[config.mk]
export PLATFORM = sky130hd
export DESIGN_NAME = mem_bus_ctrl
export DESIGN_NICKNAME = d
export VERILOG_FILES = /design/src/design/mem_bus_pkg.sv /design/src/design/mem_bus_ctrl.sv
export VERILOG_INCLUDE_DIRS = /design/src /design/src/include
export SDC_FILE = /design/constraint.sdc
export NUM_CORES = 1
export LEC_CHECK = 0
export BUFFER_PORTS_ARGS = -buffer_cell sky130_fd_sc_hd__buf_2
export CAP_MARGIN = 15
export CORE_MARGIN = 2
export CORE_UTILIZATION = 35
export DETAILED_ROUTE_END_ITERATION = 12
export GPL_TIMING_DRIVEN = 1
export PLACE_DENSITY = 0.69
export SETUP_SLACK_MARGIN = 0.3
export SYNTH_ARGS = -nofsm -noshare
export SYNTH_HDL_FRONTEND = slang
export SYNTH_SLANG_ARGS = --single-unit
[constraint.sdc]
create_clock -name clk -period 3.4 [get_ports clk]
set_clock_uncertainty 0.2 [all_clocks]
set_input_delay 0.85 -clock clk [delete_from_list [all_inputs] [get_ports clk]]
set_output_delay 0.85 -clock clk [all_outputs]
set_load 0.02 [all_outputs]
[src/include/mem_bus_settings.svh]
`ifndef MEM_BUS_SETTINGS_SVH
`define MEM_BUS_SETTINGS_SVH

// Host address and data widths.
`define MEM_BUS_ADDR_WID 12
`define MEM_BUS_DATA_WID 32

// Word offset inside one region, upper address bits pick the region.
`define MEM_BUS_OFFSET_WID 10

// Scratch RAM geometry and read latency in cycles from select to ack.
`define MEM_BUS_RAM_DEPTH 1024
`define MEM_BUS_RAM_RD_LAT 2

// Constant returned by the register bank at offset 4.
`define MEM_BUS_ID_WORD 32'h4D42_4831

// Read value for the unmapped region.
`define MEM_BUS_UNMAPPED_DATA 32'hBADA_DD00

`endif

[src/design/mem_bus_pkg.sv]
`include "mem_bus_settings.svh"

package mem_bus_pkg;

    // Region sits in the top two address bits.
    typedef enum logic [1:0] {
        region_ram      = 2'd0,
        region_regs     = 2'd1,
        region_counter  = 2'd2,
        region_unmapped = 2'd3
    } mem_region_e;

    typedef struct packed {
        mem_region_e                     region;
        logic [`MEM_BUS_OFFSET_WID-1:0] offset;
    } mem_addr_fields_t;

    // Raw word for the host side, split view for decode and indexing.
    typedef union packed {
        logic [`MEM_BUS_ADDR_WID-1:0] word;
        mem_addr_fields_t             fields;
    } mem_addr_u;

    typedef struct packed {
        logic                          wr;
        mem_addr_u                     addr;
        logic [`MEM_BUS_DATA_WID-1:0] wr_data;
    } mem_req_t;

    // Ack is a single-cycle pulse, rd_data valid with it.
    typedef struct packed {
        logic                          ack;
        logic [`MEM_BUS_DATA_WID-1:0] rd_data;
    } mem_rsp_t;

endpackage

[src/design/mem_bus_ctrl.sv]
`timescale 1ns/1ps
`include "mem_bus_settings.svh"

module mem_bus_ctrl (
    input  logic                          clk,
    input  logic                          rst_n,
    input  logic                          req,
    input  logic                          wr,
    input  mem_bus_pkg::mem_addr_u        addr,
    input  logic [`MEM_BUS_DATA_WID-1:0] wr_data,
    output logic                          rdy,
    output logic                          wr_ack,
    output logic                          rd_ack,
    output logic [`MEM_BUS_DATA_WID-1:0] rd_data,
    output mem_bus_pkg::mem_req_t         req_bus,
    output logic                          ram_sel,
    output logic                          regs_sel,
    output logic                          cnt_sel,
    input  mem_bus_pkg::mem_rsp_t         ram_rsp,
    input  mem_bus_pkg::mem_rsp_t         regs_rsp,
    input  mem_bus_pkg::mem_rsp_t         cnt_rsp
);
    import mem_bus_pkg::*;

    typedef enum logic [1:0] {
        st_idle,
        st_wait_ack,
        st_respond
    } state_e;

    state_e                        state_q;
    mem_req_t                      req_q;
    logic                          unm_sel;
    logic                          unm_ack;
    logic                          rsp_ack;
    logic [`MEM_BUS_DATA_WID-1:0] rsp_data;
    logic [`MEM_BUS_DATA_WID-1:0] rd_data_q;
    logic                          accept;

    assign rdy    = (state_q == st_idle);
    assign accept = req && rdy;

    always_ff @(posedge clk or negedge rst_n) begin
        if (!rst_n) begin
            state_q <= st_idle;
        end else begin
            case (state_q)
                st_idle:     if (accept) state_q <= st_wait_ack;
                st_wait_ack: if (rsp_ack) state_q <= st_respond;
                st_respond:  state_q <= st_idle;
                default:     state_q <= st_idle;
            endcase
        end
    end

    // Held stable on req_bus for the whole transaction.
    always_ff @(posedge clk) begin
        if (accept) begin
            req_q <= '{wr: wr, addr: addr, wr_data: wr_data};
        end
    end

    assign req_bus = req_q;

    // One select pulse in the cycle after acceptance.
    always_ff @(posedge clk or negedge rst_n) begin
        if (!rst_n) begin
            ram_sel  <= 1'b0;
            regs_sel <= 1'b0;
            cnt_sel  <= 1'b0;
            unm_sel  <= 1'b0;
            unm_ack  <= 1'b0;
        end else begin
            ram_sel  <= accept && (addr.fields.region == region_ram);
            regs_sel <= accept && (addr.fields.region == region_regs);
            cnt_sel  <= accept && (addr.fields.region == region_counter);
            unm_sel  <= accept && (addr.fields.region == region_unmapped);
            unm_ack  <= unm_sel; // Same slot as a peripheral ack.
        end
    end

    always_comb begin
        rsp_ack = ram_rsp.ack | regs_rsp.ack | cnt_rsp.ack | unm_ack;
        case (req_q.addr.fields.region)
            region_ram:     rsp_data = ram_rsp.rd_data;
            region_regs:    rsp_data = regs_rsp.rd_data;
            region_counter: rsp_data = cnt_rsp.rd_data;
            default:        rsp_data = `MEM_BUS_UNMAPPED_DATA;
        endcase
    end

    always_ff @(posedge clk) begin
        if (state_q == st_wait_ack && rsp_ack) begin
            rd_data_q <= rsp_data;
        end
    end

    assign rd_data = rd_data_q;
    assign wr_ack  = (state_q == st_respond) && req_q.wr;
    assign rd_ack  = (state_q == st_respond) && !req_q.wr;

    // The merged ack relies on a single responder per cycle.
    a_one_rsp_ack: assert property (@(posedge clk) disable iff (!rst_n)
        $onehot0({ram_rsp.ack, regs_rsp.ack, cnt_rsp.ack, unm_ack}));

    // Peripherals may only answer a select issued by this FSM.
    a_no_ack_idle: assert property (@(posedge clk) disable iff (!rst_n)
        (state_q == st_idle) |-> !(ram_rsp.ack || regs_rsp.ack || cnt_rsp.ack));

endmodule

==> metrics.txt <==
starting density of the core 36.19%; critical path class reg2out; share of cells above drive strength 1 64.49%; CP bufs+invs 1; unrepaired setup endpoints after global routing no; Slew HR 40.12%; initial drt markers 58; Gates resized, CTS repair 0; Slew Viols, Final 0; Setup crit end kind output pin; crit path max fanout 23; Max Fclk 387.4 MHz; ANT cells 0; actual slew at the worst max-slew pin 0.8963 ns; vias per inst 4.540; clock latency on the worst-skew pair 0.35 ns; largest net degree at the start of global routing 43; Final period util 75.92%; port buffer count 229; height of the die 102.0 microns; vias in the first global route 2411; Setup WS pre-CTS 0.9061 ns; critical path's slowest cell edfxtp_1; hold violation count in the final report 0; clock tree buffer depth 2; first-pass GRT wire length 11710 microns; Syn Std Cell Area 3359 sq um; via count 2465; crit-path cells buf_2; Hold WS 0.1124 ns; post-route minimum period 2.581 ns; die width 102.0 microns; post-layout power 2524 uW; Avg Synthesized Cell Area 19.09 sq um; post-CTS setup buffers 0; Max-Cap Viols 0; Tot GR Track Use 15.19%; Worst-path clk slew 0.09 ns; Post-synth EDFFs 77; asr flop ratio synth 8.333%; clk root buf clkbuf_8; slowest stage delay, CP 0.88 ns; outcome finished clean; Seq/Total Area, Yosys 74.04%; Rows 35; number of buffers created by CTS 9; CTS tree yes; Mapped Cells 176; setup TNS 0 ns; area of the core 9284 sq um; WL per Instance 15.34 microns; Area growth syn-to-layout 42.79%; Leak 0.002160 uW; fillers 848; DRC 0; setup ws final 0.8186 ns; total wire length 8330 microns; maximum vdd ir drop 214.7 uV; FF/Latch Area 2487 sq um; Synth Register Bits 84; critical path's top delay family flip-flops; I/O Pins 230; routability cong. 0.7566; hold buffers post-CTS 0; Detailed Routing Iterations Pass 1 4; Post-DP HPWL 6524 microns; Setup crit start kind register; dominant synthesized flop cell edfxtp_1; Yosys cell types 23; Layout Nets 556; Power per Cell Area 526.2 nW/um^2; Die Area 10400 sq um; Multi-input gate area 778.2 sq um; post-route ant nets 0; Crit path required time 2.35 ns; CP arrival 1.53 ns; H-tree levels 3; Congestion Overflow GR 0; clock sinks 84; Hold Crit Class in2async; synthesized net count 323; initial antenna violation count 0; Final Setup Violations 0; synth warn 0
synth_stat cells (3+ instances only):
cell type / instances / area share (%)
mux2_2: 3 / 1.0
nor2b_1: 3 / 0.56
edfxtp_1: 77 / 69
nor3b_1: 3 / 0.67
dfrtp_1: 7 / 5.2
clkbuf_1: 3 / 0.34
o22a_1: 16 / 4.2
mux2_4: 13 / 5.8
buf_2: 3 / 0.45
buf_6: 3 / 1.0
mux2i_1: 16 / 4.8
o2bb2ai_1: 16 / 4.2
logic make-up after synthesis:
group / count (synthesis) / synth area share, %
AOI/OAI and AO/OA: 33 / 8.491
buffers and inverters: 13 / 3.017
DFF: 84 / 74.04
muxes: 32 / 11.58
and+or+nand+nor: 14 / 2.868
state kept, by name (all words and copies together) (netlist names):
register  cells
state_q       2
cnt_sel       1
req_bus      45
regs_sel      1
ram_sel       1
rd_data      32
unm_ack       1
unm_sel       1
final timing paths:
| path | start | to | slack [ns] | cells after the start |
|---|---|---|---|---|
| setup reg to reg | req_bus[43]$_DFFE_PP_ | rd_data[20]$_DFFE_PP_ | 1.06 | 3 |
| hold reg to reg | unm_sel$_DFF_PN0_ | unm_ack$_DFF_PN0_ | 0.17 | 0 |
| setup / recovery | req_bus[43]$_DFFE_PP_ | req_bus[43] | 0.82 | 1 |
| max in group asynchronous | rst_n | state_q[1]$_DFFE_PN0P_ | 2.74 | 1 |
| min in group clk | unm_sel$_DFF_PN0_ | unm_ack$_DFF_PN0_ | 0.17 | 0 |
| hold / removal | rst_n | cnt_sel$_DFF_PN0_ | 0.11 | 1 |
cell usage in the layout (no fill, tap or decap), types with 2 or more instances in the layout:
| cell | n |
|---|---|
| dfrtp_1 | 7 |
| mux2i_1 | 16 |
| o22a_1 | 16 |
| mux2_2 | 3 |
| mux2_4 | 13 |
| nor2b_1 | 2 |
| clkinv_4 | 2 |
| clkbuf_8 | 9 |
| nor3b_1 | 3 |
| buf_2 | 229 |
| buf_4 | 5 |
| inv_6 | 3 |
| o2bb2ai_1 | 16 |
| edfxtp_1 | 77 |
| nand2b_1 | 2 |
per-stage QoR:
step | area [sq um] | cells | util (%)
6_report | 4797 | 543 | 51.67
5_1_grt | 4797 | 543 | 51.67
4_1_cts | 4797 | 543 | 51.67
3_5_place_dp | 4614 | 527 | 49.70
3_3_place_gp | 4614 | 527 | 49.70
2_1_floorplan | 3359 | 176 | -
where the power goes:
part,switching [uW],internal [uW]
sequential,43.8,1280
combinational,325,217
clock,375,281
area by class of cell:
type / count / area share, %
multi-input combinational: 79 / 16.22
tap: 129 / 3.365
sequential: 84 / 51.85
clock inverter: 6 / 1.148
timing repair buffer: 234 / 24.67
clock buffer: 10 / 2.660
inverter: 1 / 0.07825
routing by layer:
| layer | global-route usage, % | vias to the layer above | part of all wire [%] |
|---|---|---|---|
| li1 | - | 1171 | - |
| met1 | 16.56 | 1138 | 37 |
| met2 | 26.72 | 136 | 51 |
| met3 | 4.241 | 20 | 9.4 |
| met4 | 8.308 | 0 | 3.1 |
| met5 | 0 | - | 0 |
Power figures use the tool's default switching activity.
