--- src/include/mem_bus_settings.svh ---
`ifndef MEM_BUS_SETTINGS_SVH
`define MEM_BUS_SETTINGS_SVH

// Host address and data widths.
`define MEM_BUS_ADDR_WID 12
`define MEM_BUS_DATA_WID 32

// Word offset inside one region, upper address bits pick the region.
`define MEM_BUS_OFFSET_WID 10

// Scratch RAM geometry and read latency in cycles from select to ack.
`define MEM_BUS_RAM_DEPTH 1024
`define MEM_BUS_RAM_RD_LAT 2

// Constant returned by the register bank at offset 4.
`define MEM_BUS_ID_WORD 32'h4D42_4831

// Read value for the unmapped region.
`define MEM_BUS_UNMAPPED_DATA 32'hBADA_DD00

`endif

--- src/design/mem_bus_pkg.sv ---
`include "mem_bus_settings.svh"

package mem_bus_pkg;

    // Region sits in the top two address bits.
    typedef enum logic [1:0] {
        region_ram      = 2'd0,
        region_regs     = 2'd1,
        region_counter  = 2'd2,
        region_unmapped = 2'd3
    } mem_region_e;

    typedef struct packed {
        mem_region_e                     region;
        logic [`MEM_BUS_OFFSET_WID-1:0] offset;
    } mem_addr_fields_t;

    // Raw word for the host side, split view for decode and indexing.
    typedef union packed {
        logic [`MEM_BUS_ADDR_WID-1:0] word;
        mem_addr_fields_t             fields;
    } mem_addr_u;

    typedef struct packed {
        logic                          wr;
        mem_addr_u                     addr;
        logic [`MEM_BUS_DATA_WID-1:0] wr_data;
    } mem_req_t;

    // Ack is a single-cycle pulse, rd_data valid with it.
    typedef struct packed {
        logic                          ack;
        logic [`MEM_BUS_DATA_WID-1:0] rd_data;
    } mem_rsp_t;

endpackage

--- src/design/event_counter.sv ---
`timescale 1ns/1ps
`include "mem_bus_settings.svh"

module event_counter (
    input  logic                  clk,
    input  logic                  rst_n,
    input  logic                  sel,
    input  mem_bus_pkg::mem_req_t req_bus,
    output mem_bus_pkg::mem_rsp_t rsp,
    input  logic                  event_in,
    output logic                  irq
);
    import mem_bus_pkg::*;

    logic [`MEM_BUS_DATA_WID-1:0]   count_q;
    logic [`MEM_BUS_DATA_WID-1:0]   count_nxt;
    logic [`MEM_BUS_DATA_WID-1:0]   compare_q;
    logic [`MEM_BUS_DATA_WID-1:0]   rd_mux;
    logic [`MEM_BUS_DATA_WID-1:0]   rd_q;
    logic [`MEM_BUS_OFFSET_WID-1:0] offset;
    logic                            match_q;
    logic                            match_nxt;
    logic                            ack_q;
    logic                            load;
    logic                            cmp_wr;
    logic                            clr;

    assign offset = req_bus.addr.fields.offset;

    always_comb begin
        load   = sel && req_bus.wr && (offset == 0);
        cmp_wr = sel && req_bus.wr && (offset == 1);
        clr    = sel && req_bus.wr && (offset == 2) && req_bus.wr_data[0];

        count_nxt = count_q;
        if (load) begin
            count_nxt = req_bus.wr_data; // Load wins over an event.
        end else if (event_in) begin
            count_nxt = count_q + 1'b1;
        end

        match_nxt = match_q;
        if (clr) begin
            match_nxt = 1'b0;
        end
        if ((load || event_in) && (count_nxt == compare_q)) begin
            match_nxt = 1'b1;
        end
    end

    always_ff @(posedge clk or negedge rst_n) begin
        if (!rst_n) begin
            count_q   <= '0;
            compare_q <= '0;
            match_q   <= 1'b0;
            ack_q     <= 1'b0;
        end else begin
            count_q <= count_nxt;
            if (cmp_wr) begin
                compare_q <= req_bus.wr_data;
            end
            match_q <= match_nxt;
            ack_q   <= sel;
        end
    end

    assign irq = match_q; // Level interrupt straight from the flag.

    always_comb begin
        case (offset)
            0:       rd_mux = count_q;
            1:       rd_mux = compare_q;
            2:       rd_mux = {{(`MEM_BUS_DATA_WID-1){1'b0}}, match_q};
            default: rd_mux = '0;
        endcase
    end

    always_ff @(posedge clk) begin
        if (sel && !req_bus.wr) begin
            rd_q <= rd_mux;
        end
    end

    assign rsp.ack     = ack_q;
    assign rsp.rd_data = rd_q;

endmodule

--- config.mk ---
export PLATFORM = sky130hd
export DESIGN_NAME = event_counter
export DESIGN_NICKNAME = d
export VERILOG_FILES = /design/src/design/mem_bus_pkg.sv /design/src/design/event_counter.sv
export VERILOG_INCLUDE_DIRS = /design/src /design/src/include
export SDC_FILE = /design/constraint.sdc
export NUM_CORES = 1
export LEC_CHECK = 0
export BUFFER_PORTS_ARGS = -buffer_cell sky130_fd_sc_hd__buf_2
export CAP_MARGIN = 20
export CORE_MARGIN = 2
export CORE_UTILIZATION = 40
export DETAILED_ROUTE_END_ITERATION = 7
export PLACE_DENSITY = 0.69
export SETUP_SLACK_MARGIN = 0.15
export SLEW_MARGIN = 20
export SYNTH_ARGS = -nofsm -noshare
export SYNTH_HDL_FRONTEND = slang
export SYNTH_SLANG_ARGS = --single-unit
export TNS_END_PERCENT = 50
--- constraint.sdc ---
create_clock -name clk -period 4.2 [get_ports clk]
set_clock_uncertainty 0.1 [all_clocks]
set_input_delay 0.63 -clock clk [delete_from_list [all_inputs] [get_ports clk]]
set_output_delay 0.63 -clock clk [all_outputs]
set_load 0.005 [all_outputs]
==> results of run 1 <==
==> metrics by stage <==
| stage | hold WS (ps) | instances | power (W) | worst slack [ps] |
|---|---|---|---|---|
| after detailed placement | 450 | 777 | 0.00149 | 833 |
| final | 236 | 793 | 0.00234 | 731 |
| after CTS | 250 | 793 | 0.00236 | 835 |
| after floorplan | 234 | 544 | 0.00136 | 1400 |
| after global placement | 440 | 777 | 0.00148 | 870 |
| after global routing | 286 | 793 | 0.00243 | 445 |
==> power breakdown <==
group,internal [W],total [W],switching (W),leakage [nW]
Clock,0.000514,0.000867,0.000353,0.152
Sequential,0.00103,0.00111,0.0000727,1.18
Combinational,0.000169,0.000369,0.000200,1.40
==> layer usage <==
layer	part of all wire (%)	GRT usage (%)	wire, um	vias to the layer above
met2	48	34.6	7530	143
met4	1.6	7.04	252	0
li1	-	-	-	2076
met1	46	30.4	7160	2201
met5	0	0	0	-
met3	4.6	3.11	720	17
==> area by class of cell <==
class | count | area share, %
clock buffer | 14 | 4.26
clock inverter | 2 | 0.542
inverter | 15 | 0.872
multi-input combinational | 397 | 43.2
sequential | 98 | 40.4
tap | 180 | 3.49
timing repair buffer | 87 | 7.21
==> worst max-delay path: stages (launching register included) <==
cell       delay (ps)
dfrtp_1           480
nand4_1           290
or4_1             710
nor4_1            510
xnor2_1           180
xnor2_1           180
a2111oi_0         450
nand4_1           230
o41ai_2           240
==> logic make-up after synthesis <==
family | after synthesis
mux | 60
xor+xnor | 67
buf+inv | 49
simple gates | 188
fa+ha+maj | 1
compound gates | 81
flops | 98
==> state kept, by name (all words and copies together), names as in the netlist <==
name,cells
ack_q,1
compare_q,32
count_q,32
irq,1
rd_q,32
==> worst paths after layout <==
check,startpoint,end,slack [ps],cells after the start
min in group clk,sel,ack_q,330,1
setup / recovery,count_q[16],irq,730,8
hold reg to reg,compare_q[4],compare_q[4],460,1
max in group asynchronous,rst_n,compare_q[7],2790,2
setup reg to reg,count_q[16],irq,730,8
hold / removal,rst_n,count_q[28],240,1
==> cells in the mapped netlist (2+ instances only) <==
cell	count	area, um2
a2111oi_0	2	17.5
a211oi_1	2	15.0
a21o_1	3	22.5
a21oi_1	21	105
a221oi_1	2	17.5
a31oi_1	4	25.0
and2_1	4	25.0
and3_1	10	62.6
buf_1	2	7.51
buf_2	12	60.1
buf_4	2	15.0
clkbuf_1	16	60.1
dfrtp_1	66	1650
edfxtp_1	32	961
inv_1	15	56.3
mux2_2	26	293
mux2i_1	34	340
nand2_1	38	143
nand2b_1	4	25.0
nand3_1	15	75.1
nand4_1	23	144
nor2_1	61	229
nor2b_1	3	18.8
nor3_1	9	45.0
nor4_1	5	31.3
nor4_2	3	37.5
o2111ai_1	2	17.5
o211ai_1	4	30.0
o21ai_0	24	120
o22ai_1	4	25.0
o32ai_1	3	26.3
or4_1	3	22.5
xnor2_1	42	368
xor2_1	23	201
==> layout by cell type (no fill, tap or decap), drive strengths merged, types with 21 or more instances in the layout <==
| cell type | Yosys | layout |
|---|---|---|
| nor2 | 61 | 61 |
| o21ai | 25 | 25 |
| a21oi | 21 | 21 |
| mux2 | 26 | 26 |
| buf | 17 | 87 |
| mux2i | 34 | 34 |
| nand2 | 38 | 38 |
| xor2 | 23 | 23 |
| edfxtp | 32 | 32 |
| dfrtp | 66 | 66 |
| xnor2 | 42 | 42 |
| nand4 | 24 | 24 |
==> flow_metrics.env, run 1 <==
export IMPL_synth_distinct_cells=59
export IMPL_grt_max_degree=39
export IMPL_layout_drive_gt1_share_pct=22.8
export IMPL_slew_headroom_pct=33.0
export IMPL_tns_ps=0
export IMPL_syn_nets=594
export IMPL_post_cts_buffers=0
export IMPL_synth_edf_count=32
export IMPL_dr_pass1_iters=5
export IMPL_ys_ff_latch=98
export IMPL_rsz0062_at_grt="false"
export IMPL_numCtsBuffers=9
export IMPL_overflow=0
export IMPL_maxCapViolCount=0
export IMPL_io_buffer_count=80
export IMPL_finalMaxSlewViolations=0
export IMPL_synth_main_ff_cell="dfrtp_1"
export IMPL_power_leakage_nw=2.73
export IMPL_track_usage_pct=21.7
export IMPL_synthToLayoutAreaGrowth_pct=15.2
export IMPL_vias_per_cell=5.60
export IMPL_fillers=1324
export IMPL_synthMuxAreaShare_pct=11.3
export IMPL_worstSetupPathType="reg2reg"
export IMPL_clk_latency_ps=350
export IMPL_rows=43
export IMPL_path_clk_slew_ps=70
export IMPL_finalCritPeriodShare_pct=82.6
export IMPL_final_util_pct=46.9
export IMPL_pin_count=83
export IMPL_gp_congestion=0.926
export IMPL_status="finished clean"
export IMPL_netlist_area_mm2=0.00561
export IMPL_setup_viol=0
export IMPL_synth_compound_area_share_pct=9.64
export IMPL_powerDensity_mw_per_mm2=362
export IMPL_end_kind="register"
export IMPL_irDropWorstVdd_uv=182
export IMPL_cts_buffer_depth=2
export IMPL_worstPathArrival_ps=3620
export IMPL_hpwl_mm=11.6
export IMPL_cts_resized_gates=0
export IMPL_cts_root_buf="clkbuf_16"
export IMPL_grt_pass1_vias=4218
export IMPL_finalInstanceArea_mm2=0.00646
export IMPL_async_flop_share_pct=67.3
export IMPL_drt_initial_drc_count=403
export IMPL_die_area_mm2=0.0150
export IMPL_holdCritPathClass="in2async"
export IMPL_yosys_area_share_simple_pct=17.4
export IMPL_die_w_um=122
export IMPL_vias=4437
export IMPL_wl_per_cell_um=19.8
export IMPL_ys_seq_area_share_pct=46.6
export IMPL_max_freq_mhz=288
export IMPL_multi_input_area_mm2=0.00279
export IMPL_core_area_mm2=0.0138
export IMPL_ctsHoldBuffers=0
export IMPL_wl_mm=15.7
export IMPL_fin_nets=658
export IMPL_synth_top_family_by_area="simple AND/OR/NAND/NOR gates"
export IMPL_avgSynthCellArea_um2=10.3
export IMPL_drc=0
export IMPL_diodes=0
export IMPL_antenna_found_initial=0
export IMPL_synthAdderAreaFrac_pct=0.223
export IMPL_grt_pass1_wl_mm=24.2
export IMPL_post_synth_xor_area_fraction_pct=11.0
export IMPL_crit_path_start_kind="register"
export IMPL_htreeDepth=3
export IMPL_start_util_pct=40.7
export IMPL_hold_viol=0
export IMPL_drtAntennaViolNets=0
export IMPL_yosys_warnings=0
export IMPL_fp_dieH_um=122
export IMPL_dpl_cell_area_mm2=0.00615
export IMPL_path_max_fanout=8
export IMPL_postSynthCellCount=544
export IMPL_clock_sinks=98
export IMPL_min_period_ps=3470
export IMPL_required_ps=4350
export IMPL_cts_tree="done"
export IMPL_seqCellArea_mm2=0.00261
export IMPL_tightest_slew_ps=1000
No activity file was read; power rests on OpenSTA's default activity.
==> run 2, diff against run 1 <==
- clock period: 4.2 -> 3.25 ns (I/O delays scaled with it)
==> run 2 against run 1 <==
  * Wire length grew 3.5%
  * Hold slack lost 170 ps
  * Combinational power grew 41%
  * Flip-flop and latch count is the same
  * Global-route usage grew 1.4 points
  * Largest power group unchanged
  * Fmax grew 20%
  * Highest routed layer unchanged
  * Non-clock buffer count grew 22
  * Largest cell class unchanged
==> flow_metrics.env, run 2 (same netlist as run 1, synthesis figures left out) <==
export IMPL_drc=0
export IMPL_tightest_slew_ps=651
export IMPL_powerDensity_mw_per_mm2=453
export IMPL_multi_input_area_mm2=0.00281
export IMPL_track_usage_pct=23.1
export IMPL_finalMaxSlewViolations=0
export IMPL_drt_initial_drc_count=400
export IMPL_largestRegisters="compare_q x32, count_q x32, rd_q x32"
export IMPL_start_util_pct=40.7
export IMPL_grt_pass1_vias=4607
export IMPL_required_ps=3400
export IMPL_fp_dieH_um=122
export IMPL_holdCritPathClass="in2async"
export IMPL_hpwl_mm=12.1
export IMPL_seqCellArea_mm2=0.00261
export IMPL_path_max_fanout=8
export IMPL_clock_sinks=98
export IMPL_fin_nets=680
export IMPL_hold_viol=0
export IMPL_layout_common_cells="buf_2, dfrtp_1, nor2_1, xnor2_1, nand2_1"
export IMPL_r2r_start="count_q[16]"
export IMPL_layout_drive_gt1_share_pct=26.5
export IMPL_antenna_found_initial=0
export IMPL_wl_per_cell_um=19.9
export IMPL_vias=4473
export IMPL_worstPathArrival_ps=3040
export IMPL_wl_mm=16.2
export IMPL_max_freq_mhz=346
export IMPL_min_period_ps=2890
export IMPL_die_area_mm2=0.0150
export IMPL_drtAntennaViolNets=0
export IMPL_cts_root_buf="clkbuf_16"
export IMPL_gp_congestion=0.932
export IMPL_core_area_mm2=0.0138
export IMPL_diodes=0
export IMPL_synthToLayoutAreaGrowth_pct=18.3
export IMPL_clk_latency_ps=350
export IMPL_pin_count=83
export IMPL_place_inst=799
export IMPL_rsz0062_at_grt="false"
export IMPL_worstSetupPathType="reg2reg"
export IMPL_reg2reg_to="irq"
export IMPL_irDropWorstVdd_uv=221
export IMPL_instances_no_fill=815
export IMPL_overflow=0
export IMPL_crit_path_start_kind="register"
export IMPL_maxCapViolCount=0
export IMPL_io_buffer_count=80
export IMPL_dr_pass1_iters=4
export IMPL_worstRegToRegCells=8
export IMPL_setup_viol=0
export IMPL_grt_max_degree=39
export IMPL_htreeDepth=3
export IMPL_ff2ff_setup_slack_ps=360
export IMPL_rows=43
export IMPL_cts_buffer_depth=2
export IMPL_vias_per_cell=5.49
export IMPL_tns_ps=0
export IMPL_fillers=1336
export IMPL_finalCritPeriodShare_pct=88.8
export IMPL_slew_headroom_pct=56.6
export IMPL_end_kind="register"
export IMPL_cts_tree="done"
export IMPL_status="finished clean"
export IMPL_grt_pass1_wl_mm=25.7
export IMPL_power_leakage_nw=2.83
export IMPL_final_common_cell="buf_2"
export IMPL_die_w_um=122
export IMPL_ctsHoldBuffers=0
export IMPL_path_clk_slew_ps=60
export IMPL_final_util_pct=48.1
export IMPL_numCtsBuffers=9
==> run 2: how the worst max path moves through the flow <==
stage | start | end | slack [ps] | cells past startpoint
after floorplan | count_q[16] | irq | 530 | 9
final | count_q[16] | irq | 360 | 8
after detailed placement | req_bus[33] | irq | 180 | 9
after global routing | count_q[15] | irq | 150 | 8
after CTS | count_q[16] | irq | 160 | 8
after global placement | req_bus[33] | irq | 230 | 9
==> run 2: worst max-delay path: stages, from the launching register on <==
cell and delay, ps:
dfrtp_2 440, nand4_1 140, or4_1 660, nor4_2 350, xnor2_1 200, xnor2_1 150, a2111oi_2 370, nand4_1 170
o41ai_2 200
==> run 2: what timing repair did <==
item / in CTS / in global routing
setup endpoints to repair: 0 / 1
buffers inserted: 0 / 0
hold endpoints to repair: 0 / 0
resized for setup: 0 / 7
==> run 2: cell type report <==
class / count / area share (%)
multi-input cells: 397 / 42.4
flip-flops and latches: 98 / 39.4
repair buffers: 109 / 9.51
clock buffers: 13 / 3.78
well taps: 180 / 3.40
inverters: 15 / 0.849
clock inverters: 3 / 0.604
==> run 2: layer usage <==
metal  vias to the layer above  wire (um)  global-route usage [%]
met5                         -          0                       0
met4                         0        314                    7.83
met3                        19        890                    3.76
met2                       113       7740                    37.6
met1                      2221       7270                    31.4
li1                       2120          -                       -
==> run 2: metrics by stage <==
stage	power (W)	setup slack, ps	cell area [um2]	hold WS, ps
after floorplan	0.00175	525	5610	91.9
after global placement	0.00194	232	6310	438
after detailed placement	0.00195	179	6310	450
after CTS	0.00302	165	6610	81.2
after global routing	0.00314	153	6630	109
final	0.00300	363	6630	67.5
==> run 2: power breakdown <==
part           switching [W]  leakage (nW)  internal [W]
sequential         0.0000793          1.18       0.00134
clock               0.000453         0.144      0.000616
combinational       0.000278          1.51      0.000241
