--- src/include/mem_bus_settings.svh ---
`ifndef MEM_BUS_SETTINGS_SVH
`define MEM_BUS_SETTINGS_SVH

// Host address and data widths.
`define MEM_BUS_ADDR_WID 12
`define MEM_BUS_DATA_WID 32

// Word offset inside one region, upper address bits pick the region.
`define MEM_BUS_OFFSET_WID 10

// Scratch RAM geometry and read latency in cycles from select to ack.
`define MEM_BUS_RAM_DEPTH 1024
`define MEM_BUS_RAM_RD_LAT 2

// Constant returned by the register bank at offset 4.
`define MEM_BUS_ID_WORD 32'h4D42_4831

// Read value for the unmapped region.
`define MEM_BUS_UNMAPPED_DATA 32'hBADA_DD00

`endif

--- src/design/mem_bus_pkg.sv ---
`include "mem_bus_settings.svh"

package mem_bus_pkg;

    // Region sits in the top two address bits.
    typedef enum logic [1:0] {
        region_ram      = 2'd0,
        region_regs     = 2'd1,
        region_counter  = 2'd2,
        region_unmapped = 2'd3
    } mem_region_e;

    typedef struct packed {
        mem_region_e                     region;
        logic [`MEM_BUS_OFFSET_WID-1:0] offset;
    } mem_addr_fields_t;

    // Raw word for the host side, split view for decode and indexing.
    typedef union packed {
        logic [`MEM_BUS_ADDR_WID-1:0] word;
        mem_addr_fields_t             fields;
    } mem_addr_u;

    typedef struct packed {
        logic                          wr;
        mem_addr_u                     addr;
        logic [`MEM_BUS_DATA_WID-1:0] wr_data;
    } mem_req_t;

    // Ack is a single-cycle pulse, rd_data valid with it.
    typedef struct packed {
        logic                          ack;
        logic [`MEM_BUS_DATA_WID-1:0] rd_data;
    } mem_rsp_t;

endpackage

--- src/design/reg_bank.sv ---
`timescale 1ns/1ps
`include "mem_bus_settings.svh"

module reg_bank (
    input  logic                  clk,
    input  logic                  rst_n,
    input  logic                  sel,
    input  mem_bus_pkg::mem_req_t req_bus,
    output mem_bus_pkg::mem_rsp_t rsp
);
    import mem_bus_pkg::*;

    logic [3:0][`MEM_BUS_DATA_WID-1:0] scratch_q;
    logic [`MEM_BUS_DATA_WID-1:0]      rd_mux;
    logic [`MEM_BUS_DATA_WID-1:0]      rd_q;
    logic                               ack_q;
    logic [`MEM_BUS_OFFSET_WID-1:0]    offset;
    logic                               scratch_hit;

    assign offset      = req_bus.addr.fields.offset;
    assign scratch_hit = (offset[`MEM_BUS_OFFSET_WID-1:2] == '0); // Offsets 0..3.

    always_ff @(posedge clk or negedge rst_n) begin
        if (!rst_n) begin
            scratch_q <= '0;
        end else if (sel && req_bus.wr && scratch_hit) begin
            scratch_q[offset[1:0]] <= req_bus.wr_data;
        end
    end

    always_comb begin
        if (scratch_hit) begin
            rd_mux = scratch_q[offset[1:0]];
        end else if (offset == 4) begin
            rd_mux = `MEM_BUS_ID_WORD; // Writes here are dropped.
        end else begin
            rd_mux = '0;
        end
    end

    always_ff @(posedge clk) begin
        if (sel && !req_bus.wr) begin
            rd_q <= rd_mux;
        end
    end

    always_ff @(posedge clk or negedge rst_n) begin
        if (!rst_n) begin
            ack_q <= 1'b0;
        end else begin
            ack_q <= sel;
        end
    end

    assign rsp.ack     = ack_q;
    assign rsp.rd_data = rd_q;

endmodule

--- config.mk ---
export PLATFORM = sky130hd
export DESIGN_NAME = reg_bank
export DESIGN_NICKNAME = d
export VERILOG_FILES = /design/src/design/mem_bus_pkg.sv /design/src/design/reg_bank.sv
export VERILOG_INCLUDE_DIRS = /design/src /design/src/include
export SDC_FILE = /design/constraint.sdc
export NUM_CORES = 1
export LEC_CHECK = 0
export BUFFER_PORTS_ARGS = -buffer_cell sky130_fd_sc_hd__buf_2
export CORE_MARGIN = 10
export CORE_UTILIZATION = 30
export CTS_CLUSTER_SIZE = 16
export DETAILED_ROUTE_END_ITERATION = 8
export GPL_TIMING_DRIVEN = 1
export PLACE_DENSITY_LB_ADDON = 0.2
export SLEW_MARGIN = 15
export SYNTH_ARGS = -nofsm -noshare
export SYNTH_HDL_FRONTEND = slang
export SYNTH_SLANG_ARGS = --single-unit
--- constraint.sdc ---
create_clock -name clk -period 3.7 [get_ports clk]
set_input_delay 0.555 -clock clk [delete_from_list [all_inputs] [get_ports clk]]
set_output_delay 0.555 -clock clk [all_outputs]
set_load 0.05 [all_outputs]
==> flow_results.org, run 1 <==
** Synth
- XOR/XNOR Fraction of Synth Area :: 0
- Proportion of synthesized area in mux cells :: 0.304
- Largest area contributor in the netlist :: sky130_fd_sc_hd__dfrtp_1
- Yosys printed 0 warnings.
- Largest family of logic cells by synthesized area :: multiplexers
- The average instance in the mapped netlist occupies 16.3 µm².
- Dominant cell by count in the synthesized netlist :: sky130_fd_sc_hd__dfrtp_1
- Top area cells in the synthesized netlist :: sky130_fd_sc_hd__dfrtp_1 (46%), sky130_fd_sc_hd__mux2_2 (14%), sky130_fd_sc_hd__edfxtp_1 (14%)
- Of the synthesized area, sequential elements account for 0.596.
- Count of flip-flops with a built-in enable after synthesis :: 32
- Fraction of registers with async set or reset after synthesis :: 0.801
- Of the total synthesized cell area, the portion taken by AND, OR, NAND and NOR gates is 0.0409.
- After technology mapping, the gate count stands at 431.
- In the synthesized netlist, the cells that appear most often are sky130_fd_sc_hd__dfrtp_1 (129), sky130_fd_sc_hd__mux2_2 (90), sky130_fd_sc_hd__edfxtp_1 (32).
- In this run, synthesis produced a sequential element count of 161.
- The number of nets handed over by synthesis was 479.
- The synthesized-area fraction occupied by ao, oa, aoi and oai cells came to 0.0372.
- Main flop type after synthesis :: sky130_fd_sc_hd__dfrtp_1
- Of the total synthesized cell area, the portion taken by full adders, half adders and majority gates is 0.
- After synthesis the cells add up to 7030 µm².
- The share of synthesized area in the top cell type comes to 0.459.
- In this run, distinct cell masters in the synthesized netlist total 24.

** Drt
- DRT Wirelength :: 16.7 mm
- Count of nets left with antenna violations after detail routing :: 0
- After detailed routing, the average wire length per cell comes to 19.9 µm.
- The first detailed-routing pass ran for 4 iterations.
- DRC violation total after the first TritonRoute iteration :: 180
- Using the TritonRoute via totals, the vias-per-cell ratio works out to 4.63.
- DRC :: 0
- For this block, the via count after detailed routing is 3886.

** Clock network
- After clock tree synthesis, the clock-pin slew on the worst setup and hold paths is 70 ps.
- In this run the deepest clock path goes through 2 buffers.
- For the worst-skew pair, the clock arrives at the later sink with an insertion delay of 430 ps.
- CTS tree :: built
- Once the clock tree was built, the setup fixing pass inserted 0 buffers.
- Number of clock buffers inserted by TritonCTS :: 17
- Once the clock tree was built, the resizer swapped 0 gates to a different size.
- Root cell of the clock tree :: sky130_fd_sc_hd__clkbuf_16
- In this run, post-CTS hold repair placed 0 buffers.
- Total number of H-tree levels :: 4
- Sinks on the clock net :: 161

** Timing
- The total count of hold-check failures in the final report was 0.
- Setup total negative slack :: 0 ps
- Setup violations remaining at the end of the flow were counted as 0.
- Worst hold margin :: 164 ps
- Final period utilization :: 0.625
- Static timing analysis puts the maximum clock frequency at 432 MHz.
- The worst pin sits at a relative slew slack of 0.308.
- Setup repair after global routing left no endpoint under its margin.
- Worst clock skew :: 4.30 ps
- For the pin with the worst max-slew slack, the measured transition is 1040 ps.
- Min setup slack post-route :: 1390 ps
- The count of pins over their slew limit is 0.
- Final critical path time including I/O delays and setup :: 2310 ps

** Die
- Total core area :: 22800 µm²
- Starting Density :: 0.308
- Top-Level Pins :: 81
- Horiz. Die Dim :: 173 µm
- The die is 173 µm tall.
- Full die area :: 30000 µm²
- Row count :: 55

** Power
- Summed over all cells, the static leakage comes to 0.00406 µW.
- Pwr/cell area :: 474 nW/µm²
- Worst voltage drop across the vdd grid :: 0.246 mV

** Global route
- Initial antenna violation count :: 3
- For this run, the total global-route usage over all layers was measured as 0.114.
- Total gr overflow :: 0
- Entering global routing, the biggest net connects 84 pins.
- Number of global-route vias before repair :: 4396
- The first global-routing pass estimated 26.2 mm of wire.

** Final layout
- The filler cells instantiated in the layout total 2183.
- Of the cells placed in the final design, the portion with a size suffix greater than 1 is 0.516.
- Net count of the finished layout :: 560
- Summing all multi-input logic gate instances after layout gives 2720 µm².
- Summing all flip-flop and latch instances after layout gives 4190 µm².
- Area added between synthesis and finish :: 20.3%

** Placed design
- Post-DP HPWL :: 10.4 mm
- Final weighted congestion in routability-driven placement :: 0.713
- At the placement stage, the worst setup path has a slack of 928 ps.
- The count of buffers added on input and output ports is 78.

** Outcome
- The flow ran to the end, and the final reports show no timing, DRC or antenna violations.

** Critical path
- STA classifies the critical path startpoint as an input port.
- Data required time at the worst endpoint :: 4010 ps
- STA classifies the critical path endpoint as a flip-flop.
- WP data arrival :: 2620 ps
- Worst setup path category :: in -> reg
- Of all nets on the critical path, the largest fanout is 32.

** Hold path
- The worst hold path belongs to the class in -> async.

** Run
- Max-cap viol count :: 0
## cell usage in the layout (no fill, tap or decap)
cell and n:
sky130_fd_sc_hd__o2bb2ai_1 11, sky130_fd_sc_hd__mux2_2 90, sky130_fd_sc_hd__or4_4 1, sky130_fd_sc_hd__nor2b_1 22, sky130_fd_sc_hd__clkinvlp_4 3, sky130_fd_sc_hd__bufinv_16 4, sky130_fd_sc_hd__buf_4 14, sky130_fd_sc_hd__inv_8 3
sky130_fd_sc_hd__diode_2 2, sky130_fd_sc_hd__nand2b_1 2, sky130_fd_sc_hd__dfrtp_1 129, sky130_fd_sc_hd__or3_1 2, sky130_fd_sc_hd__mux4_2 21, sky130_fd_sc_hd__nor2_1 13, sky130_fd_sc_hd__buf_2 77, sky130_fd_sc_hd__mux2_1 8
sky130_fd_sc_hd__o21ai_0 11, sky130_fd_sc_hd__edfxtp_1 32, sky130_fd_sc_hd__inv_6 4, sky130_fd_sc_hd__mux2_4 30, sky130_fd_sc_hd__buf_6 1, sky130_fd_sc_hd__nand3b_1 1, sky130_fd_sc_hd__mux2i_1 11, sky130_fd_sc_hd__nor4_4 3
sky130_fd_sc_hd__nor2b_4 1, sky130_fd_sc_hd__o211a_1 11, sky130_fd_sc_hd__nand2_1 1, sky130_fd_sc_hd__clkinv_4 1, sky130_fd_sc_hd__or4b_4 1, sky130_fd_sc_hd__clkbuf_16 17
## sequential cells by signal (all words and copies together) (netlist names)
signal / count
scratch_q: 128
rd_q: 32
ack_q: 1
## metal layers
layer,up-vias,wire length (µm),global-route usage,share of wire
met5,-,13,0,0.00078
met4,2,198,0.0367,0.012
met3,14,623,0.0346,0.037
met2,52,8600,0.195,0.51
met1,2056,7300,0.133,0.44
li1,1762,-,-,-
## worst max-delay path, stage by stage
cell	delay, ps
sky130_fd_sc_hd__buf_2	90
sky130_fd_sc_hd__or4_4	610
sky130_fd_sc_hd__or4b_4	890
sky130_fd_sc_hd__mux2_1	440
## through the flow
step	instances	utilization	power, µW	instance area (µm²)
2_1_floorplan	431	-	1990	7030
3_3_place_gp	806	0.342	2100	7810
3_5_place_dp	806	0.342	2110	7810
4_1_cts	838	0.370	4060	8450
5_1_grt	838	0.370	4160	8450
6_report	840	0.370	4010	8460
## worst paths after layout
| kind | start | end | slack [ps] | cells past startpoint |
|---|---|---|---|---|
| max | req_bus[39] | scratch_q[13]$_DFFE_PN0P_ | 1390 | 4 |
| min | rst_n | scratch_q[116]$_DFFE_PN0P_ | 160 | 1 |
| max reg2reg | scratch_q[125]$_DFFE_PN0P_ | rd_q[29]$_SDFFCE_PP0P_ | 2410 | 2 |
| min reg2reg | scratch_q[75]$_DFFE_PN0P_ | scratch_q[75]$_DFFE_PN0P_ | 490 | 1 |
| max in group asynchronous | rst_n | scratch_q[2]$_DFFE_PN0P_ | 2640 | 2 |
| min in group clk | sel | ack_q$_DFF_PN0_ | 300 | 1 |
## power breakdown
group	internal, µW	leakage (µW)	switching (µW)	total, µW
Combinational	65.7	0.00166	161	227
Sequential	1830	0.00209	9.85	1840
Clock	1150	0.000307	785	1940
## logic make-up (layout without fill, tap and decap cells)
| family | after synthesis | count (layout) |
|---|---|---|
| DFF | 161 | 161 |
| other | 0 | 2 |
| AOI/OAI and AO/OA | 33 | 33 |
| muxes | 160 | 160 |
| and+or+nand+nor | 47 | 47 |
| buffers and inverters | 30 | 124 |
## area by class of cell
class                   instances  share of cell area
diodes                          2            0.000592
clock buffers                  17              0.0503
clock inverters                15              0.0260
multi-input cells             240               0.322
flip-flops and latches        161               0.495
well taps                     313              0.0463
repair buffers                 92              0.0593
(Power assumes the default switching activity.)
==> run 2, diff against run 1 <==
- ABC_AREA: not set -> 1
- clock period: 3.7 -> 1.9 ns (I/O delays scaled with it)
==> run 2 against run 1 <==
  * Synthesized cell count up 99%
  * Combinational power up 150%
  * Final cell count up 51%
  * Sequential share of layout area down 2.7 points
  * Largest cell class unchanged
==> flow_results.org, run 2 <==
** Timing
- Setup repair after global routing missed its margin :: no
- Number of failing setup endpoints in the final timing report :: 0
- Fin. max-slew vios :: 0
- At the pin with the least slew margin, the transition time is 456 ps.
- The tightest hold path in the finished design has a slack of 144 ps.
- The clock arrives with 7.89 ps of skew.
- The routed design could run at a clock period as short as 1540 ps.
- Setup total negative slack :: 0 ps
- Achievable frequency :: 648 MHz
- Final period utilization :: 0.813
- In this run the tightest slew margin relative to its limit is 0.695.
- Fin. Hold Viols :: 0

** Clock network
- CTS tree :: built
- Clock insertion delay at the later pin of the skew report :: 430 ps
- Register clock-pin slew on the reported worst setup and hold paths :: 60 ps
- Sinks on the clock net :: 161
- The number of setup buffers added after CTS is 0.
- Number of clock buffers inserted by TritonCTS :: 17
- Maximum count of clock buffers along a single path :: 2
- Total number of H-tree levels :: 4
- Post-CTS repair changed the size of 0 cells.
- In this run the clock root is driven by a sky130_fd_sc_hd__clkbuf_16.

** Global route
- Entering global routing, the biggest net connects 49 pins.
- Global-route wire length before repair :: 33.9 mm
- Across every metal layer, demand over resource in global routing totals 0.137.
- Initial antenna violation count :: 4
- Total gr overflow :: 0
- Number of global-route vias before repair :: 6012

** Drt
- Wires add up to 21.0 mm.
- The count of nets left with antenna violations once routing finished came out at 0.
- Number of vias per cell after detailed routing :: 4.90
- First drt pass iteration count :: 5
- DRC violation total after the first TritonRoute iteration :: 482
- Across all layers, the routed design uses 6214 vias.
- Dividing the detail-routed wire length by the instance count gives 16.6 µm.
- In the routed design, unresolved DRC markers number 0.

** Die
- Top-Level Pins :: 81
- Full die area :: 31000 µm²
- The die is 176 µm tall.
- The initial utilization of the core area, before any placement, comes to 0.302.
- Horiz. Die Dim :: 176 µm
- Row count :: 57
- Total core area :: 24200 µm²

** Power
- P_leak :: 0.00448 µW
- Share of power burned in the clock network :: 0.467
- Fraction of power consumed by sequential logic :: 0.460
- Internal power comes to 5940 µW.
- Pwr/cell area :: 870 nW/µm²
- Combinational cell fraction of total power :: 0.072
- The worst-case IR drop observed on VDD is 0.482 mV.
- For this design the total switching power over the nets is 1840 µW.
- Of the total power, the share spent switching nets is 0.237.

** Final layout
- Layout cells sized above 1 :: 0.173
- The finished layout holds 1267 standard cells, fillers aside.
- The register with the most flip-flops in the layout has 128 of them.
- At the end of the flow, the number of nets in the layout was 976.
- Compared with the post-synthesis result, the final layout area differs by 22.5%.
- Largest registers :: scratch_q (128), rd_q (32), ack_q (1)
- The top cell types in the final layout, fill and taps aside, are sky130_fd_sc_hd__nand2_1 (412), sky130_fd_sc_hd__nand4_1 (149), sky130_fd_sc_hd__dfrtp_1 (129).
- The library cell used most frequently in the layout, excluding fill and tap cells, is sky130_fd_sc_hd__nand2_1.
- Filler cells :: 2473
- scratch_q holds more flip-flops than any other register.

** Synth
- Counting every net in the synthesized netlist gives 906.
- The cell area that synthesis handed to floorplanning was 7310 µm².
- Fraction of registers with async set or reset after synthesis :: 0.801
- After synthesis the netlist holds a flip-flop and latch count of 161.
- Dominant cell by count in the synthesized netlist :: sky130_fd_sc_hd__nand2_1
- Main flop type after synthesis :: sky130_fd_sc_hd__dfrtp_1
- The synthesized netlist contains 18 unique library cells.
- Share of the yosys chip area belonging to registers :: 0.573
- Synthesized area divided by synthesized cell count :: 8.52 µm²
- In this run, synthesis inferred 32 flip-flops with an integrated enable.
- Ranked by total cell area, the synthesized netlist is headed by sky130_fd_sc_hd__dfrtp_1 (44%), sky130_fd_sc_hd__nand2_1 (21%), sky130_fd_sc_hd__edfxtp_1 (13%).
- Area share of the largest cell type after synthesis :: 0.442
- Yosys printed 0 warnings.
- sky130_fd_sc_hd__dfrtp_1 takes more of the synthesized area than any other cell.
- Synth top cells by count :: sky130_fd_sc_hd__nand2_1 (412), sky130_fd_sc_hd__nand4_1 (149), sky130_fd_sc_hd__dfrtp_1 (129)
- Instance count of the mapped netlist :: 858

** Outcome
- Result of the run :: finished, final reports clean

** Hold path
- Counting instances, the worst hold path has a depth of 3.
- Min-delay src :: req_bus[20]
- Hold endpoint :: scratch_q[20]$_DFFE_PN0P_
- Class of the most critical hold timing path :: in -> reg

** Critical path
- Worst setup path category :: in -> reg
- STA classifies the critical path startpoint as an input port.
- Worst reg2reg startpoint :: scratch_q[14]$_DFFE_PN0P_
- In this run the worst path has a maximum fanout of 31.
- Crit Reg-Reg Endpoint :: rd_q[14]$_DFFE_PP_
- Critical path endpoint category :: flip-flop
- Data on the critical path is required at its endpoint by 2220 ps.
- The number of cells on the worst reg-to-reg path is 4.
- Worst-case register-to-register setup slack :: 770 ps
- WP data arrival :: 1860 ps

** Placed design
- Post-DP HPWL :: 13.1 mm
- Final weighted congestion in routability-driven placement :: 0.750
- Once placement completed, the tool counted placed cells totaling 1231.
- Buffers placed on the I/O ports in this run total 78.

** Run
- Max-cap viol count :: 0
-- run 2: cell types whose count changed after synthesis, moves of 21 or more --
cell and change:
sky130_fd_sc_hd__mux2_2 -90, sky130_fd_sc_hd__and2_1 +21, sky130_fd_sc_hd__mux4_2 -21, sky130_fd_sc_hd__nor2b_1 -23, sky130_fd_sc_hd__nand4_1 +149, sky130_fd_sc_hd__clkbuf_1 +33
sky130_fd_sc_hd__mux2_4 -30, sky130_fd_sc_hd__nand2_1 +411
-- run 2: critical path, cell delays in order --
cell                            delay, ps
sky130_fd_sc_hd__dlygate4sd3_1        520
sky130_fd_sc_hd__buf_2                120
sky130_fd_sc_hd__nand2_1               80
sky130_fd_sc_hd__inv_4                310
sky130_fd_sc_hd__nand3_2              120
sky130_fd_sc_hd__buf_4                250
sky130_fd_sc_hd__nand2_1              100
sky130_fd_sc_hd__nand2_1               50
-- run 2: kinds of logic after synthesis --
logic type      count (synthesis)  synth area share
compound gates                 20            0.0137
flops                         161             0.573
simple gates                  598             0.368
buf+inv                        79            0.0452
-- run 2: worst max path at each step --
stage	endpoint	startpoint	slack [ps]	depth (start not counted)
floorplan	rd_q[0]$_DFFE_PP_	sel	350	2
global placement	scratch_q[18]$_DFFE_PN0P_	req_bus[32]	240	7
CTS	scratch_q[7]$_DFFE_PN0P_	sel	360	8
global route	scratch_q[94]$_DFFE_PN0P_	sel	250	8
detailed placement	scratch_q[7]$_DFFE_PN0P_	req_bus[32]	200	7
finish	scratch_q[70]$_DFFE_PN0P_	sel	360	8
-- run 2: layout make-up --
class,count,area (µm²),share of cell area
flip-flops and latches,161,4190,0.468
multi-input cells,618,2840,0.317
repair buffers,124,872,0.0974
clock buffers,22,454,0.0507
well taps,324,405,0.0453
clock inverters,10,160,0.0179
inverters,6,25.0,0.00280
diodes,2,5.00,0.000559
-- run 2: metal layers --
metal	vias up	GRT usage	routed length (µm)
li1	3040	-	-
met1	3016	0.192	10200
met2	142	0.203	9370
met3	12	0.0412	1300
met4	4	0.0332	142
met5	-	0	23
-- run 2: power groups by stage --
stage / Sequential [µW] / Combinational (µW) / Clock [µW]
after floorplan: 3750 / 164 / 0
final: 3590 / 564 / 3640
after global placement: 3650 / 571 / 0
after CTS: 3590 / 575 / 3730
after global routing: 3590 / 615 / 3890
after detailed placement: 3650 / 570 / 0
-- run 2: timing repair --
item	4_1_cts	5_1_grt
hold buffers	2	0
setup endpoints to repair	0	0
hold endpoints to repair	37	0
-- run 2: through the flow --
stage | utilization | instance area (µm²) | setup WS [ps] | total power, µW
2_1_floorplan | - | 7310 | 350 | 3910
3_3_place_gp | 0.344 | 8310 | 241 | 4220
3_5_place_dp | 0.344 | 8310 | 196 | 4220
4_1_cts | 0.370 | 8950 | 362 | 7890
5_1_grt | 0.370 | 8950 | 249 | 8090
6_report | 0.370 | 8950 | 356 | 7790
